$ cat config.mk
export PLATFORM = sky130hd
export DESIGN_NAME = fexp_mul_unit
export DESIGN_NICKNAME = d
export VERILOG_FILES = /design/src/verilog/field_pkg.sv /design/src/verilog/fexp_mul_unit.sv
export VERILOG_INCLUDE_DIRS = /design/src /design/src/verilog
export SDC_FILE = /design/constraint.sdc
export NUM_CORES = 1
export LEC_CHECK = 0
export BUFFER_PORTS_ARGS = -buffer_cell sky130_fd_sc_hd__buf_2
export CAP_MARGIN = 40
export CELL_PAD_IN_SITES_DETAIL_PLACEMENT = 0
export CELL_PAD_IN_SITES_GLOBAL_PLACEMENT = 1
export CORE_UTILIZATION = 50
export DETAILED_ROUTE_END_ITERATION = 12
export GPL_ROUTABILITY_DRIVEN = 0
export GPL_TIMING_DRIVEN = 0
export HOLD_SLACK_MARGIN = 0.03
export PLACE_DENSITY = 0.94
export REMOVE_ABC_BUFFERS = 1
export SETUP_SLACK_MARGIN = 0.1
export SYNTH_ARGS = -nofsm -noshare
export SYNTH_HDL_FRONTEND = slang
export SYNTH_SLANG_ARGS = --single-unit
$ cat constraint.sdc
create_clock -name i_clk -period 18.8 [get_ports i_clk]
set_clock_uncertainty 0.2 [all_clocks]
set_input_delay 3.76 -clock i_clk [delete_from_list [all_inputs] [get_ports i_clk]]
set_output_delay 3.76 -clock i_clk [all_outputs]
set_load 0.005 [all_outputs]
$ cat src/verilog/fexp_defines.svh
`ifndef FEXP_DEFINES_SVH
`define FEXP_DEFINES_SVH

// Element width in bits
`define FEXP_W 16

// Prime modulus of the field
`define FEXP_P 65521

// Exponent used by the two power steps that are not inversions
`define FEXP_X 16'h00d1

// Temporary slots, s0 holds the input
`define FEXP_NSLOT 8

// Program length
// Steps count from 1, so bitmaps are FEXP_NSTEP+1 wide and bit 0 belongs to s0
`define FEXP_NSTEP 7

`endif
$ cat src/verilog/field_pkg.sv
`include "fexp_defines.svh"

package field_pkg;

  // One element of GF(P)
  typedef logic [`FEXP_W-1:0] fe_t;

  // Step number carried with a request and written back as the slot index
  typedef logic [2:0] tag_t;

  // Multiplier request, one cycle wide
  typedef struct packed {
    logic valid;
    tag_t tag;
    fe_t  a;
    fe_t  b;
  } mul_req_t;

  // Power unit request
  typedef struct packed {
    logic              valid;
    tag_t              tag;
    fe_t               base;
    logic [`FEXP_W-1:0] exponent;
  } pow_req_t;

  // Result of either unit
  typedef struct packed {
    logic valid;
    tag_t tag;
    fe_t  value;
  } unit_rsp_t;

endpackage

$ cat src/verilog/fexp_mul_unit.sv
`include "fexp_defines.svh"

module fexp_mul_unit (
  input  logic                 i_clk,
  input  logic                 i_rst,
  input  field_pkg::mul_req_t  i_req,
  output field_pkg::unit_rsp_t o_rsp
);

  logic                   s1_valid;
  field_pkg::tag_t        s1_tag;
  logic [2*`FEXP_W-1:0]   s1_prod;
  logic [2*`FEXP_W-1:0]   s2_rem;

  // Reduction of the registered product
  assign s2_rem = s1_prod % `FEXP_P;

  always_ff @(posedge i_clk) begin
    if (i_rst) begin
      s1_valid    <= 1'b0;
      o_rsp.valid <= 1'b0;
    end else begin
      // Stage 1 full product
      s1_valid <= i_req.valid;
      s1_tag   <= i_req.tag;
      s1_prod  <= i_req.a * i_req.b;

      // Stage 2 reduced result
      o_rsp.valid <= s1_valid;
      o_rsp.tag   <= s1_tag;
      o_rsp.value <= s2_rem[`FEXP_W-1:0];
    end
  end

endmodule

==> flow_metrics.tcl <==
set metrics [dict create \
    nets 2876 \
    yosysTopAreaCell "fa_1" \
    critical_path.max_stage_delay_ns 0.65 \
    fin_crit_sh_pct 97.4 \
    viasPerCell 6.43 \
    die_h_um 203 \
    min_path_cells 0 \
    maxSlewViolCount 0 \
    initial_core_util_pct 50.7 \
    multi_input_area_mm2 0.0180 \
    relSlewSlack_pct 44.6 \
    grtUsageTotal_pct 27.1 \
    grt_pass1_wl_mm 92.8 \
    start_kind "flip-flop" \
    fin_tns_setup_ns 0 \
    final_util_pct 57.0 \
    crit_type "flip-flop to flip-flop" \
    io_pins 58 \
    dpl.hpwl_mm 42.7 \
    n_antenna_cell 0 \
    stdcell_count 3061 \
    synth_top_flop_cell "edfxtp_1" \
    grt_pass1_vias 18800 \
    antenna_found_initial 0 \
    min_path_type "flip-flop to flip-flop" \
    synth_cell_types 141 \
    rows 73 \
    drt_pass1_iterations 6 \
    drtAntennaViolNets 0 \
    setup_viol 0 \
    slowest_stage "or4b_4" \
    die-area_mm2 0.0411 \
    cts_buffer_depth 2 \
    cts_tree "done" \
    min_from "s1_tag[1]$_DFFE_PN_" \
    clock_sinks 56 \
    synth_area_mm2 0.0201 \
    drt_iter0_markers 1970 \
    finalHoldViolCount 0 \
    synthTopCellsByCount "nand2_1, inv_1, fa_1" \
    reg2reg_depth 61 \
    drv_cap 0 \
    wl_per_cell_um 18.9 \
    port-buffer-count 57 \
    required_ns 18.68 \
    h-tree-depth 2 \
    syn_to_final_growth_pct 12.4 \
    cts_buffers 5 \
    r2r_start "s1_prod[18]$_DFFE_PN_" \
    dp_slack_ns -2.66 \
    clockRootBuffer "clkbuf_16" \
    via_count 19700 \
    worst_slack_ns 0.485 \
    die_x_um 203 \
    fill_cells 3552 \
    clk-insertion-delay-late_ns 0.34 \
    yosys_warnings 0 \
    syn_inst 2473 \
    cp_common_cell "buf_4" \
    gr-total-overflow 0 \
    arrival_ns 18.20 \
    synth_top_area_share_pct 19.3 \
    dp_cells 2958 \
    synth.area.top_cells "fa_1, edfxtp_1, ha_1" \
    drt_wl_total_mm 57.9 \
    syn_avg_cell_area_um2 8.14 \
    status "completed" \
    regArea_mm2 0.00166 \
    yosys_register_bits 56 \
    yosysSeqAreaShare_pct 8.25 \
    synth-edff-count 54 \
    min_period_ns 18.31 \
    synth_most_common_cell "nand2_1" \
    endpoint_kind "flip-flop" \
    r2r-end "o_rsp[0]$_DFFE_PN_" \
    drc 0 \
    worstHoldEndpoint "o_rsp[17]$_DFFE_PN_" \
    clkTransAtPathRegs_ns 0.09 \
    async_flop_share_pct 0 \
    r2r_setup_slack_ns 0.49 \
    worstMarginPinSlew_ns 0.823 \
    core_area_mm2 0.0397 \
    holdBufCountCts 0 \
    path_max_fanout 10 \
    drive_gt1_share_pct 17.8 \
    fmax_ghz 0.0546 \
    grt_max_degree 30 \
]
[worst max-delay path by stage]
stage	from	to	cells past startpoint
4_1_cts	s1_prod[18]$_DFFE_PN_	o_rsp[3]$_DFFE_PN_	58
6_report	s1_prod[18]$_DFFE_PN_	o_rsp[0]$_DFFE_PN_	61
5_1_grt	s1_prod[18]$_DFFE_PN_	o_rsp[4]$_DFFE_PN_	59
3_5_place_dp	s1_prod[25]$_DFFE_PN_	o_rsp[4]$_DFFE_PN_	57
3_3_place_gp	s1_prod[18]$_DFFE_PN_	o_rsp[4]$_DFFE_PN_	54
2_1_floorplan	s1_prod[25]$_DFFE_PN_	o_rsp[4]$_DFFE_PN_	54
[per-stage QoR]
stage / instance area [um^2] / hold WS [ns]
6_report: 22600 / 0.230
5_1_grt: 22600 / 0.250
4_1_cts: 21400 / 0.233
3_5_place_dp: 20600 / 0.211
3_3_place_gp: 20500 / 0.206
2_1_floorplan: 19600 / 0.200
[critical path, delay by kind of cell (launching register included)]
kind | cells | cell delay (ns)
AO/OA/AOI/OAI | 22 | 5.91
XOR/XNOR | 5 | 1.11
adder cells (fa/ha/maj) | 1 | 0.22
buffers and inverters | 9 | 1.57
flip-flops | 1 | 0.49
multiplexers | 2 | 0.53
AND/OR/NAND/NOR | 22 | 8.03
[final cells by class]
class,count,share of cell area [%]
clock buffers,5,0.553
flip-flops and latches,56,7.34
repair buffers,166,4.99
well taps,525,2.90
inverters,258,4.28
multi-input cells,2049,79.7
clock inverters,2,0.265
[state kept, by name (all words and copies together) (netlist names)]
signal	cells
s1_tag	3
s1_prod	32
s1_valid	1
o_rsp	20
[kinds of logic after synthesis]
| logic type | after synthesis | synth area share [%] |
|---|---|---|
| and+or+nand+nor | 971 | 26.5 |
| AOI/OAI and AO/OA | 607 | 23.7 |
| buffers and inverters | 368 | 7.57 |
| adders and majority gates | 308 | 26.3 |
| xor gates and xnor gates | 126 | 5.72 |
| DFF | 56 | 8.25 |
| muxes | 37 | 1.95 |
[repair_timing]
action                                  in CTS  in global routing
pin swaps                                   14                 41
resized for setup                           57                140
endpoints found under the setup margin      16                 16
setup buffers                               33                 63
[layer usage]
| metal | share of wire, % | up-vias | global-route usage (%) |
|---|---|---|---|
| li1 | - | 9060 | - |
| met1 | 43 | 9575 | 36.2 |
| met2 | 48 | 939 | 45.6 |
| met3 | 7.3 | 122 | 3.63 |
| met4 | 2.3 | 0 | 7.73 |
| met5 | 0 | - | 0 |
[layout by cell type (no fill, tap or decap), drive strengths merged, types with 29 or more instances in the layout]
cell type and instances:
o211ai 37, and2 129, o21ai 77, inv 257
xor2 29, a31oi 37, fa 194, nand2 297
xnor2 97, and3 37, ha 108, nand4 38
buf 165, a21oi 111, nor3 74, nor2 131
nand3 63, nor4 42, edfxtp 54
Power is not shown: default switching activity piles up to over one toggle a cycle in this logic, so the estimate is an artifact.
