**src/verilog/fexp_defines.svh**
```systemverilog
`ifndef FEXP_DEFINES_SVH
`define FEXP_DEFINES_SVH

// Element width in bits
`define FEXP_W 16

// Prime modulus of the field
`define FEXP_P 65521

// Exponent used by the two power steps that are not inversions
`define FEXP_X 16'h00d1

// Temporary slots, s0 holds the input
`define FEXP_NSLOT 8

// Program length
// Steps count from 1, so bitmaps are FEXP_NSTEP+1 wide and bit 0 belongs to s0
`define FEXP_NSTEP 7

`endif
```
**src/verilog/prog_pkg.sv**
```systemverilog
`include "fexp_defines.svh"

package prog_pkg;

  typedef enum logic {
    OP_MUL = 1'b0,
    OP_POW = 1'b1
  } op_e;

  // Index into the slot bank
  typedef logic [$clog2(`FEXP_NSLOT)-1:0] slot_t;

  // One program step
  // exp_sel picks X (0) or P-2 (1), src_b is ignored by POW
  typedef struct packed {
    op_e   op;
    slot_t dst;
    slot_t src_a;
    slot_t src_b;
    logic  exp_sel;
  } step_t;

  // Step k writes slot k
  localparam step_t PROGRAM [1:`FEXP_NSTEP] = '{
    '{OP_POW, 3'd1, 3'd0, 3'd0, 1'b0},
    '{OP_MUL, 3'd2, 3'd0, 3'd0, 1'b0},
    '{OP_MUL, 3'd3, 3'd1, 3'd2, 1'b0},
    // Inversion of s1 by Fermat
    '{OP_POW, 3'd4, 3'd1, 3'd0, 1'b1},
    '{OP_POW, 3'd5, 3'd3, 3'd0, 1'b0},
    '{OP_MUL, 3'd6, 3'd4, 3'd5, 1'b0},
    '{OP_MUL, 3'd7, 3'd6, 3'd2, 1'b0}
  };

endpackage

```
**src/verilog/field_pkg.sv**
```systemverilog
`include "fexp_defines.svh"

package field_pkg;

  // One element of GF(P)
  typedef logic [`FEXP_W-1:0] fe_t;

  // Step number carried with a request and written back as the slot index
  typedef logic [2:0] tag_t;

  // Multiplier request, one cycle wide
  typedef struct packed {
    logic valid;
    tag_t tag;
    fe_t  a;
    fe_t  b;
  } mul_req_t;

  // Power unit request
  typedef struct packed {
    logic              valid;
    tag_t              tag;
    fe_t               base;
    logic [`FEXP_W-1:0] exponent;
  } pow_req_t;

  // Result of either unit
  typedef struct packed {
    logic valid;
    tag_t tag;
    fe_t  value;
  } unit_rsp_t;

endpackage

```
**src/verilog/fexp_slots.sv**
```systemverilog
`include "fexp_defines.svh"

module fexp_slots (
  input  logic                   i_clk,
  input  logic                   i_rst,
  input  logic                   i_start,
  input  field_pkg::fe_t         i_x,
  input  field_pkg::unit_rsp_t   i_mul_rsp,
  input  field_pkg::unit_rsp_t   i_pow_rsp,
  input  prog_pkg::slot_t        i_rd_a,
  input  prog_pkg::slot_t        i_rd_b,
  output field_pkg::fe_t         o_val_a,
  output field_pkg::fe_t         o_val_b,
  output logic [`FEXP_NSLOT-1:0] o_done_map,
  output logic                   o_done,
  output field_pkg::fe_t         o_y
);

  field_pkg::fe_t         slot_q [`FEXP_NSLOT];
  logic [`FEXP_NSLOT-1:0] done_q;
  logic                   run_active;
  logic                   load;
  logic                   mul_last, pow_last;

  // Input loaded and last slot still empty
  assign run_active = done_q[0] && !done_q[`FEXP_NSLOT-1];
  assign load       = i_start && !run_active;
  assign mul_last   = i_mul_rsp.valid && i_mul_rsp.tag == field_pkg::tag_t'(`FEXP_NSTEP);
  assign pow_last   = i_pow_rsp.valid && i_pow_rsp.tag == field_pkg::tag_t'(`FEXP_NSTEP);

  assign o_val_a    = slot_q[i_rd_a];
  assign o_val_b    = slot_q[i_rd_b];
  assign o_done_map = done_q;

  always_ff @(posedge i_clk) begin
    if (load)
      slot_q[0] <= i_x;
    if (i_mul_rsp.valid)
      slot_q[i_mul_rsp.tag] <= i_mul_rsp.value;
    if (i_pow_rsp.valid)
      slot_q[i_pow_rsp.tag] <= i_pow_rsp.value;
    o_y <= mul_last ? i_mul_rsp.value : i_pow_rsp.value;
  end

  always_ff @(posedge i_clk) begin
    if (i_rst) begin
      done_q <= '0;
      o_done <= 1'b0;
    end else begin
      o_done <= mul_last || pow_last;
      if (load) begin
        done_q <= `FEXP_NSLOT'(1);
      end else begin
        if (i_mul_rsp.valid)
          done_q[i_mul_rsp.tag] <= 1'b1;
        if (i_pow_rsp.valid)
          done_q[i_pow_rsp.tag] <= 1'b1;
      end
    end
  end

  // Every slot is written once per run
  a_mul_fresh: assert property (@(posedge i_clk) disable iff (i_rst)
    i_mul_rsp.valid |-> !done_q[i_mul_rsp.tag]);
  a_pow_fresh: assert property (@(posedge i_clk) disable iff (i_rst)
    i_pow_rsp.valid |-> !done_q[i_pow_rsp.tag]);

endmodule

```
**config.mk**
```make
export PLATFORM = sky130hd
export DESIGN_NAME = fexp_slots
export DESIGN_NICKNAME = d
export VERILOG_FILES = /design/src/verilog/prog_pkg.sv /design/src/verilog/field_pkg.sv /design/src/verilog/fexp_slots.sv
export VERILOG_INCLUDE_DIRS = /design/src /design/src/verilog
export SDC_FILE = /design/constraint.sdc
export NUM_CORES = 1
export LEC_CHECK = 0
export BUFFER_PORTS_ARGS = -buffer_cell sky130_fd_sc_hd__buf_4
export CAP_MARGIN = 20
export CORE_MARGIN = 4
export CORE_UTILIZATION = 60
export CTS_BUF_LIST = sky130_fd_sc_hd__clkbuf_8
export DETAILED_ROUTE_END_ITERATION = 12
export PLACE_DENSITY_LB_ADDON = 0.05
export SLEW_MARGIN = 25
export SYNTH_ARGS = -nofsm -noshare
export SYNTH_HDL_FRONTEND = slang
export SYNTH_SLANG_ARGS = --single-unit
```
**constraint.sdc**
```tcl
create_clock -name i_clk -period 2.28 [get_ports i_clk]
set_input_delay 0.228 -clock i_clk [delete_from_list [all_inputs] [get_ports i_clk]]
set_output_delay 0.228 -clock i_clk [all_outputs]
set_load 0.005 [all_outputs]
```
==> run_results.csv <==
group,metric,value,unit
die,die_y,128.4,um
route,drt_iter0_drc,468,
die,initial_core_util,61.92,%
worst_setup_path,startpoint_type,"register",
clock_network,cts.sinks,153,
timing,slew_violations,0,
layout,drive_above_1_share,55.78,%
power,ir_worst_vdd,0.0005578,V
route,first_pass_iters,5,
worst_setup_path,reg2reg_depth,3,
global_route,grt_max_degree,33,
layout,fin_nets,701,
worst_setup_path,arrival,1.85,ns
global_route,grt.overflow.total,0,
synth,synth_xor_area_share,0,%
die,dieArea,16480,sq um
clock_network,cts_buffers,17,
global_route,antenna_found_initial,0,
worst_setup_path,path_max_fanout,2,
worst_setup_path,worstReg2RegStart,"o_done_map[0]",
route,drc,0,
layout,final_common_cell,"mux2_2",
timing,rsz0062_at_grt,"false",
clock_network,cts_max_level,4,
timing,fin_crit,2.081,ns
die,num_io_pins,122,
global_route,groute.usage.overall,27.60,%
clock_network,clk_latency,0.47,ns
route,final_antenna_net_count,0,
worst_setup_path,critPathRequiredTime,2.05,ns
place,dpl_cell_area,9943,sq um
timing,relSlewSlack,53.32,%
die,die_width,128.4,um
power,power_leakage,3.922,nW
clock_network,cts_root_buffer,"clkbuf_8",
layout,mostFrequentLayoutCells,"mux2_2, buf_4, edfxtp_1",
route,vias,5385,
synth,synth_simple_gate_area_share,2.893,%
synth,synth.mux.area_fraction,41.91,%
layout,num_antenna_cells,0,
timing,hold_viol,0,
synth,synth_cell_types,28,
synth,syn-num-nets,564,
clock_network,clk_pin_slew_worst_paths,0.09,ns
global_route,grt_pass1_wl,32.97,mm
timing,fin_tns_setup,0,ns
power,power,6.567,mW
synth,synth_seq_area_share,49.96,%
synth,syn_inst,499,
route,viasPerCell,6.496,
timing,worstMarginPinSlew,0.7001,ns
place,port_buffers,121,
timing,setup_viol,0,
run_status,status,"finished clean",
die,core_area,14040,sq um
route,wl,21.92,mm
global_route,grt_pass1_vias,5649,
route,wl_per_cell,26.44,um
clock_network,cts_tree,"done",
worst_setup_path,timing.rr.end,"o_done_map[0]",
synth,yosys.area_share.adder,0,%
synth,synthesis.area,8695,sq um
timing,finalCritPeriodShare,91.26,%
hold_path,hold_start,"i_pow_rsp[2]",
layout,syn2layout_area_growth,19.34,%
timing,finalClockSkew,0.004704,ns
synth,synth-compound-area-share,2.187,%
place,place_hpwl,14.35,mm
worst_setup_path,criticalPathCategory,"register to output port",
synth,syn_avg_cell_area,17.42,sq um
synth,synth_seq_cells,153,
power,power_density,632.9,nW/um^2
job,max_cap_viol_count,0,
timing,fmaxAchievable,0.4806,GHz
hold_path,min_to,"o_y[2]",
hold_path,hold_depth,2,
worst_setup_path,endpoint_kind,"output port",
place,routabilityCongestion,0.8095,
layout,fin_area,10380,sq um
die,rows,43,
worst_setup_path,ff2ff_setup_slack,0.93,ns
hold_path,min_path_type,"input port to register",
synth,synth_top_family_by_area,"multiplexers",
layout,fillers,884,
clock_network,clock_path_buffers,2,
clock_network,ctsResizeCount,0,
synth,ys_warn_count,0,
==> power breakdown <==
group	switching [mW]	leakage (nW)	internal [mW]
logic	0.470	2.32	0.633
clock network	1.14	0.213	1.02
registers	0.0721	1.39	3.23
total	1.68	3.92	4.88
==> synth_stat cells, drive strengths merged <==
library cell / number / area [sq um]
dfxtp: 25 / 500.5
nor2: 2 / 7.510
o21bai: 2 / 15.01
o21ai: 19 / 95.09
nor4bb: 2 / 20.02
nand2b: 4 / 25.02
and4bb: 1 / 12.51
a211o: 1 / 8.760
nand2: 19 / 71.32
nand4b: 3 / 45.04
mux2i: 16 / 160.2
nor4b: 2 / 38.78
nand4: 2 / 25.02
mux4: 64 / 1682
buf: 34 / 247.7
mux2: 160 / 1802
nor4: 1 / 6.260
a21oi: 2 / 10.01
a31o: 1 / 8.760
o21a: 7 / 52.55
clkbuf: 4 / 17.52
edfxtp: 128 / 3844
==> how the worst max path moves through the flow <==
stage / slack, ns / to / depth (start not counted) / start
finish: 0.20 / o_val_a[9] / 3 / slot_q[5][9]
global route: 0.14 / o_val_a[12] / 3 / slot_q[5][12]
detailed placement: 0.42 / slot_q[7][10] / 4 / i_pow_rsp[18]
CTS: 0.17 / o_val_a[9] / 3 / slot_q[5][9]
global placement: 0.44 / slot_q[1][12] / 5 / i_pow_rsp[18]
floorplan: 0.23 / slot_q[6][0] / 2 / i_mul_rsp[16]
==> area by class of cell <==
type | count | area (sq um) | area share (%)
sequential | 153 | 4344 | 41.87
multi-input combinational | 308 | 4143 | 39.93
tap | 180 | 225.2 | 2.171
clock buffer | 17 | 234.0 | 2.255
timing repair buffer | 156 | 1251 | 12.06
clock inverter | 15 | 178.9 | 1.724
==> sequential cells by signal (all words and copies together) (netlist names) <==
name / cells
o_done: 1
o_y: 16
o_done_map: 8
slot_q: 128
==> logic make-up (layout without fill, tap and decap cells) <==
logic type      after synthesis  after routing
flops                       153            153
mux                         240            240
compound gates               32             32
simple gates                 36             36
buf+inv                      38            188
==> worst max-delay path: stages (launching register included) <==
cell,delay (ns)
edfxtp_1,0.42
mux4_1,0.55
mux2_2,0.29
buf_4,0.14
==> layer usage <==
| layer | routed length, um | track usage [%] | up-vias |
|---|---|---|---|
| met5 | 0 | 0 | - |
| met4 | 582 | 10.05 | 0 |
| met3 | 1590 | 6.517 | 44 |
| met2 | 11350 | 47.87 | 235 |
| met1 | 8391 | 33.91 | 2713 |
| li1 | - | - | 2393 |
==> per-stage QoR <==
step | cells | worst slack [ns] | util, % | hold WS, ns
after floorplan | 499 | 0.2330 | - | 0.2971
after global placement | 795 | 0.4406 | 70.81 | 0.4055
after detailed placement | 795 | 0.4237 | 70.81 | 0.4173
after CTS | 829 | 0.1697 | 73.89 | 0.03040
after global routing | 829 | 0.1444 | 73.89 | 0.03528
final | 829 | 0.1994 | 73.89 | 0.05060
==> timing repair <==
action,in CTS,in global routing
hold endpoints to repair,2,0
buffers inserted,0,0
hold buffers,2,0
Power figures use the tool's default switching activity.
