### src/verilog/fexp_defines.svh
`ifndef FEXP_DEFINES_SVH
`define FEXP_DEFINES_SVH

// Element width in bits
`define FEXP_W 16

// Prime modulus of the field
`define FEXP_P 65521

// Exponent used by the two power steps that are not inversions
`define FEXP_X 16'h00d1

// Temporary slots, s0 holds the input
`define FEXP_NSLOT 8

// Program length
// Steps count from 1, so bitmaps are FEXP_NSTEP+1 wide and bit 0 belongs to s0
`define FEXP_NSTEP 7

`endif
### src/verilog/prog_pkg.sv
`include "fexp_defines.svh"

package prog_pkg;

  typedef enum logic {
    OP_MUL = 1'b0,
    OP_POW = 1'b1
  } op_e;

  // Index into the slot bank
  typedef logic [$clog2(`FEXP_NSLOT)-1:0] slot_t;

  // One program step
  // exp_sel picks X (0) or P-2 (1), src_b is ignored by POW
  typedef struct packed {
    op_e   op;
    slot_t dst;
    slot_t src_a;
    slot_t src_b;
    logic  exp_sel;
  } step_t;

  // Step k writes slot k
  localparam step_t PROGRAM [1:`FEXP_NSTEP] = '{
    '{OP_POW, 3'd1, 3'd0, 3'd0, 1'b0},
    '{OP_MUL, 3'd2, 3'd0, 3'd0, 1'b0},
    '{OP_MUL, 3'd3, 3'd1, 3'd2, 1'b0},
    // Inversion of s1 by Fermat
    '{OP_POW, 3'd4, 3'd1, 3'd0, 1'b1},
    '{OP_POW, 3'd5, 3'd3, 3'd0, 1'b0},
    '{OP_MUL, 3'd6, 3'd4, 3'd5, 1'b0},
    '{OP_MUL, 3'd7, 3'd6, 3'd2, 1'b0}
  };

endpackage

### src/verilog/field_pkg.sv
`include "fexp_defines.svh"

package field_pkg;

  // One element of GF(P)
  typedef logic [`FEXP_W-1:0] fe_t;

  // Step number carried with a request and written back as the slot index
  typedef logic [2:0] tag_t;

  // Multiplier request, one cycle wide
  typedef struct packed {
    logic valid;
    tag_t tag;
    fe_t  a;
    fe_t  b;
  } mul_req_t;

  // Power unit request
  typedef struct packed {
    logic              valid;
    tag_t              tag;
    fe_t               base;
    logic [`FEXP_W-1:0] exponent;
  } pow_req_t;

  // Result of either unit
  typedef struct packed {
    logic valid;
    tag_t tag;
    fe_t  value;
  } unit_rsp_t;

endpackage

### src/verilog/fexp_sched.sv
`include "fexp_defines.svh"

module fexp_sched (
  input  logic                        i_clk,
  input  logic                        i_rst,
  input  logic                        i_start,
  input  logic [`FEXP_NSLOT-1:0]      i_done_map,
  input  logic                        i_pow_idle,
  input  field_pkg::fe_t              i_slot_val_a,
  input  field_pkg::fe_t              i_slot_val_b,
  output prog_pkg::slot_t             o_slot_rd_a,
  output prog_pkg::slot_t             o_slot_rd_b,
  output field_pkg::mul_req_t         o_mul_req,
  output field_pkg::pow_req_t         o_pow_req,
  output logic                        o_busy
);

  logic [`FEXP_NSLOT-1:0] issued_q;
  logic [`FEXP_NSLOT-1:0] ready;
  logic                   busy_q;
  logic                   pow_free;
  logic                   mul_hit, pow_hit, pow_go;
  field_pkg::tag_t        mul_step, pow_step;
  prog_pkg::step_t        mul_op, pow_op;

  assign o_busy   = busy_q && !i_done_map[`FEXP_NSTEP];
  // Unit has not seen the request still sitting on the port
  assign pow_free = i_pow_idle && !o_pow_req.valid;

  // Sources done and step not yet issued
  always_comb begin
    ready = '0;
    for (int k = 1; k <= `FEXP_NSTEP; k++) begin
      ready[k] = o_busy && !issued_q[k] && i_done_map[prog_pkg::PROGRAM[k].src_a] &&
                 (prog_pkg::PROGRAM[k].op == prog_pkg::OP_POW ||
                  i_done_map[prog_pkg::PROGRAM[k].src_b]);
    end
  end

  // Scan from the top so the lowest ready step wins
  always_comb begin
    mul_hit  = 1'b0;
    pow_hit  = 1'b0;
    mul_step = field_pkg::tag_t'(1);
    pow_step = field_pkg::tag_t'(1);
    for (int k = `FEXP_NSTEP; k >= 1; k--) begin
      if (ready[k] && prog_pkg::PROGRAM[k].op == prog_pkg::OP_MUL) begin
        mul_hit  = 1'b1;
        mul_step = field_pkg::tag_t'(k);
      end
      if (ready[k] && prog_pkg::PROGRAM[k].op == prog_pkg::OP_POW && pow_free) begin
        pow_hit  = 1'b1;
        pow_step = field_pkg::tag_t'(k);
      end
    end
  end

  assign mul_op = prog_pkg::PROGRAM[mul_step];
  assign pow_op = prog_pkg::PROGRAM[pow_step];

  // Two read ports only
  // With a multiply going out, the power step must share one of its sources
  assign pow_go = pow_hit &&
                  (!mul_hit || pow_op.src_a == mul_op.src_a || pow_op.src_a == mul_op.src_b);

  assign o_slot_rd_a = mul_hit ? mul_op.src_a : pow_op.src_a;
  assign o_slot_rd_b = mul_op.src_b;

  always_ff @(posedge i_clk) begin
    if (i_rst) begin
      busy_q          <= 1'b0;
      issued_q        <= '0;
      o_mul_req.valid <= 1'b0;
      o_pow_req.valid <= 1'b0;
    end else begin
      o_mul_req.valid <= mul_hit;
      o_mul_req.tag   <= mul_step;
      o_mul_req.a     <= i_slot_val_a;
      o_mul_req.b     <= i_slot_val_b;

      o_pow_req.valid    <= pow_go;
      o_pow_req.tag      <= pow_step;
      o_pow_req.base     <= (!mul_hit || pow_op.src_a == mul_op.src_a) ?
                            i_slot_val_a : i_slot_val_b;
      o_pow_req.exponent <= pow_op.exp_sel ? `FEXP_W'(`FEXP_P - 2) : `FEXP_X;

      if (i_start && !o_busy) begin
        busy_q   <= 1'b1;
        issued_q <= '0;
      end else begin
        if (i_done_map[`FEXP_NSTEP])
          busy_q <= 1'b0;
        if (mul_hit)
          issued_q[mul_step] <= 1'b1;
        if (pow_go)
          issued_q[pow_step] <= 1'b1;
      end
    end
  end

  // A step never goes out again once its result has landed in the slot bank
  a_mul_once: assert property (@(posedge i_clk) disable iff (i_rst)
    o_mul_req.valid |-> !i_done_map[o_mul_req.tag]);
  a_pow_once: assert property (@(posedge i_clk) disable iff (i_rst)
    o_pow_req.valid |-> !i_done_map[o_pow_req.tag]);

  a_pow_idle: assert property (@(posedge i_clk) disable iff (i_rst)
    o_pow_req.valid |-> i_pow_idle);

endmodule

### config.mk
export PLATFORM = sky130hd
export DESIGN_NAME = fexp_sched
export DESIGN_NICKNAME = d
export VERILOG_FILES = /design/src/verilog/prog_pkg.sv /design/src/verilog/field_pkg.sv /design/src/verilog/fexp_sched.sv
export VERILOG_INCLUDE_DIRS = /design/src /design/src/verilog
export SDC_FILE = /design/constraint.sdc
export NUM_CORES = 1
export LEC_CHECK = 0
export BUFFER_PORTS_ARGS = -buffer_cell sky130_fd_sc_hd__buf_2
export CAP_MARGIN = 20
export CORE_MARGIN = 5
export CORE_UTILIZATION = 45
export DETAILED_ROUTE_END_ITERATION = 10
export PLACE_DENSITY = 0.88
export RECOVER_POWER = 50
export SKIP_LAST_GASP = 1
export SYNTH_ARGS = -nofsm -noshare
export SYNTH_HDL_FRONTEND = slang
export SYNTH_SLANG_ARGS = --single-unit
### constraint.sdc
create_clock -name i_clk -period 2.5 [get_ports i_clk]
set_input_delay 0.5 -clock i_clk [delete_from_list [all_inputs] [get_ports i_clk]]
set_output_delay 0.5 -clock i_clk [all_outputs]
set_load 0.01 [all_outputs]
==> run summary <==
Status = complete, but fails checks
Violated checks = capacitance limit, slew limit
Clk_skew = 9.33 ps
Root buffer cell = clkbuf_8
Drt drc = 0
Cell Area, Synth = 0.00259 sq mm
1st-pass router iterations = 4
M1 GR Usage = 14.2%
Die height = 85.9 um
Area of the core = 0.00554 sq mm
Post-synth top cells = edfxtp_1 (55), buf_4 (16), dfxtp_1 (10)
TritonCTS clock tree = yes
Minimum clock period after layout = 2230 ps
Die span in x = 85.9 um
Clk sinks = 65
Fin. Hold Viols = 0
Row count = 27
Total leakage power = 1.45 nW
Mux contribution to synthesized area = 8.10%
CP required = 2000 ps
Post-synth EDFFs = 55
Maximum clock path buffer count = 2
#FFs+latches synth = 65
CTS Buf Count = 9
Total global-route track usage = 13.8%
Grt ovf = 0
Initial Util = 46.8%
Crit. End Element = output port
First DRT Iteration DRCs = 69
Max cap viols = 1
Clk slew on worst S/H paths = 70 ps
Worst slack, placed = 198 ps
Area growth from synthesis to layout = 30.0%
Top cell type's share of synthesized area = 63.6%
HPWL Detailed = 3.97 mm
WP data arrival = 1730 ps
N_diodes = 0
Final Setup Violations = 0
Pwr dens = 729 mW/mm^2
Synth area leaders = edfxtp_1 (64%), dfxtp_1 (7.7%), buf_4 (4.6%), mux2_4 (4.6%), mux2_2 (3.5%)
Tcrit/Tclk final = 89.0%
FFs w/ async S/R, synth = 0%
Worst hold slack = 351 ps
Syn Inst Count = 159
Global-route wire length before repair = 7.67 mm
Worst Tran Pin Value = 1710 ps
H-tree levels = 3
DR WL/cell = 14.7 um
Setup crit start kind = flip-flop
Primary FF master, synth = edfxtp_1
Area fraction in compound gates after synthesis = 4.53%
RSZ-0062 raised after global routing = false
# port buffers = 118
RePlAce Congestion = 0.781
Initial antenna violation count = 0
Avg Cell Area, Syn = 16.3 sq um
Yosys warnings = 0
Drt total wl = 5.21 mm
XOR/XNOR Fraction of Synth Area = 0%
Slew HR = -13.9%
Setup TNS = 0 ps
Met2 Use GR = 23.8%
Hold Path Class = in -> reg
Worst-path fanout max = 4
Fin worst setup slack = 274 ps
Worst setup path category = reg -> out
ANT nets after route = 0
Setup Fix Bufs, Post-CTS = 0
CTS Hold Bufs = 0
Met3 Use GR = 6.15%
Leading area contributor after synthesis = edfxtp_1
Share of layout cells above drive strength 1 = 50.5%
Via count = 1678
Drt via density = 4.73
I/O Pins = 123
Most common cell in the netlist = edfxtp_1
Adder-Cell Fraction of Synth Area = 0%
Largest family of logic cells by synthesized area = simple AND/OR/NAND/NOR gates
FMAX = 0.449 GHz
Seq/Total Area, Yosys = 71.4%
Post-route cell area = 0.00337 sq mm
Number of global-route vias before repair = 1663
Nets = 322
Largest net degree at the start of global routing = 34
GRT busiest layer = met2
Synthesized-area fraction occupied by and/or/nand/nor cells = 9.93%
Total die area = 0.00739 sq mm
Dpl cell area = 0.00319 sq mm
Clk_lat worst skew = 330 ps
Max Slew Vio Count = 34
Worst vdd ir = 0.621 mV
Yosys cell types = 32
-- layout by cell type, fill, tap and decap left out, types with 2 or more instances in the layout --
master	netlist	final
a21o_1	2	2
a21oi_1	3	3
and2b_1	2	2
and3b_1	2	2
buf_2	0	103
buf_4	16	2
bufinv_16	0	2
clkbuf_1	0	18
clkbuf_8	0	9
clkinv_1	0	2
conb_1	2	4
dfxtp_1	10	10
edfxtp_1	55	55
inv_1	5	4
mux2_2	8	8
mux2_4	8	8
nand2_1	7	7
nand2_4	2	2
nand2b_1	4	3
nand3b_1	2	2
nor2_1	7	7
nor2b_1	3	3
nor3_1	4	4
o21a_1	3	3
-- stage by stage --
| stage | power, mW | std cells | utilization (%) |
|---|---|---|---|
| 3_5_place_dp | 1.53 | 339 | 57.6 |
| 6_report | 2.46 | 355 | 60.9 |
| 5_1_grt | 2.56 | 355 | 60.9 |
| 2_1_floorplan | 1.42 | 161 | - |
| 3_3_place_gp | 1.52 | 339 | 57.6 |
| 4_1_cts | 2.49 | 355 | 61.5 |
-- worst paths after layout --
path	slack, ps	end	cells past startpoint	start
worst max-delay path	270	o_slot_rd_a[1]	7	issued_q[2]
worst min-delay path	350	o_mul_req[15]	1	i_slot_val_b[15]
worst max register to register	520	o_pow_req[30]	6	busy_q
worst min register to register	460	issued_q[1]	2	issued_q[1]
-- flip-flops by register name, indices dropped and copies added (netlist names) --
signal / cells
busy_q: 1
issued_q: 7
o_mul_req: 36
o_pow_req: 21
-- what timing repair did --
action,CTS,global route
endpoints found under the setup margin,0,1
endpoints found under the hold margin,0,0
gates resized for setup,0,1
-- power by group --
| group | leakage, nW | internal (mW) | switching (mW) |
|---|---|---|---|
| logic | 0.723 | 0.102 | 0.135 |
| registers | 0.615 | 1.25 | 0.0175 |
| clock network | 0.107 | 0.561 | 0.398 |
-- critical path, stage by stage (launching register included) --
cell and delay [ps]:
dfxtp_1 340, nand2b_2 180, nand2_1 110, o31ai_1 210, buf_4 160, and3_1 190
a21o_1 90, buf_2 120
-- final cells by class --
type / instances / area [sq um]
fill: 465 / 2170
multi-input combinational: 74 / 598
clock inverter: 7 / 93.8
sequential: 65 / 1850
inverter: 5 / 18.8
tap: 72 / 90.1
timing repair buffer: 123 / 598
clock buffer: 9 / 124
-- cells by family after synthesis --
group	after synthesis
muxes	16
and+or+nand+nor	40
DFF	65
other	2
buffers and inverters	22
AOI/OAI and AO/OA	14
-- layer usage --
metal	vias up	wire [um]
li1	806	-
met1	781	1970
met2	84	2600
met3	7	571
met4	0	66
met5	-	0
No activity file was read; power rests on OpenSTA's default activity.
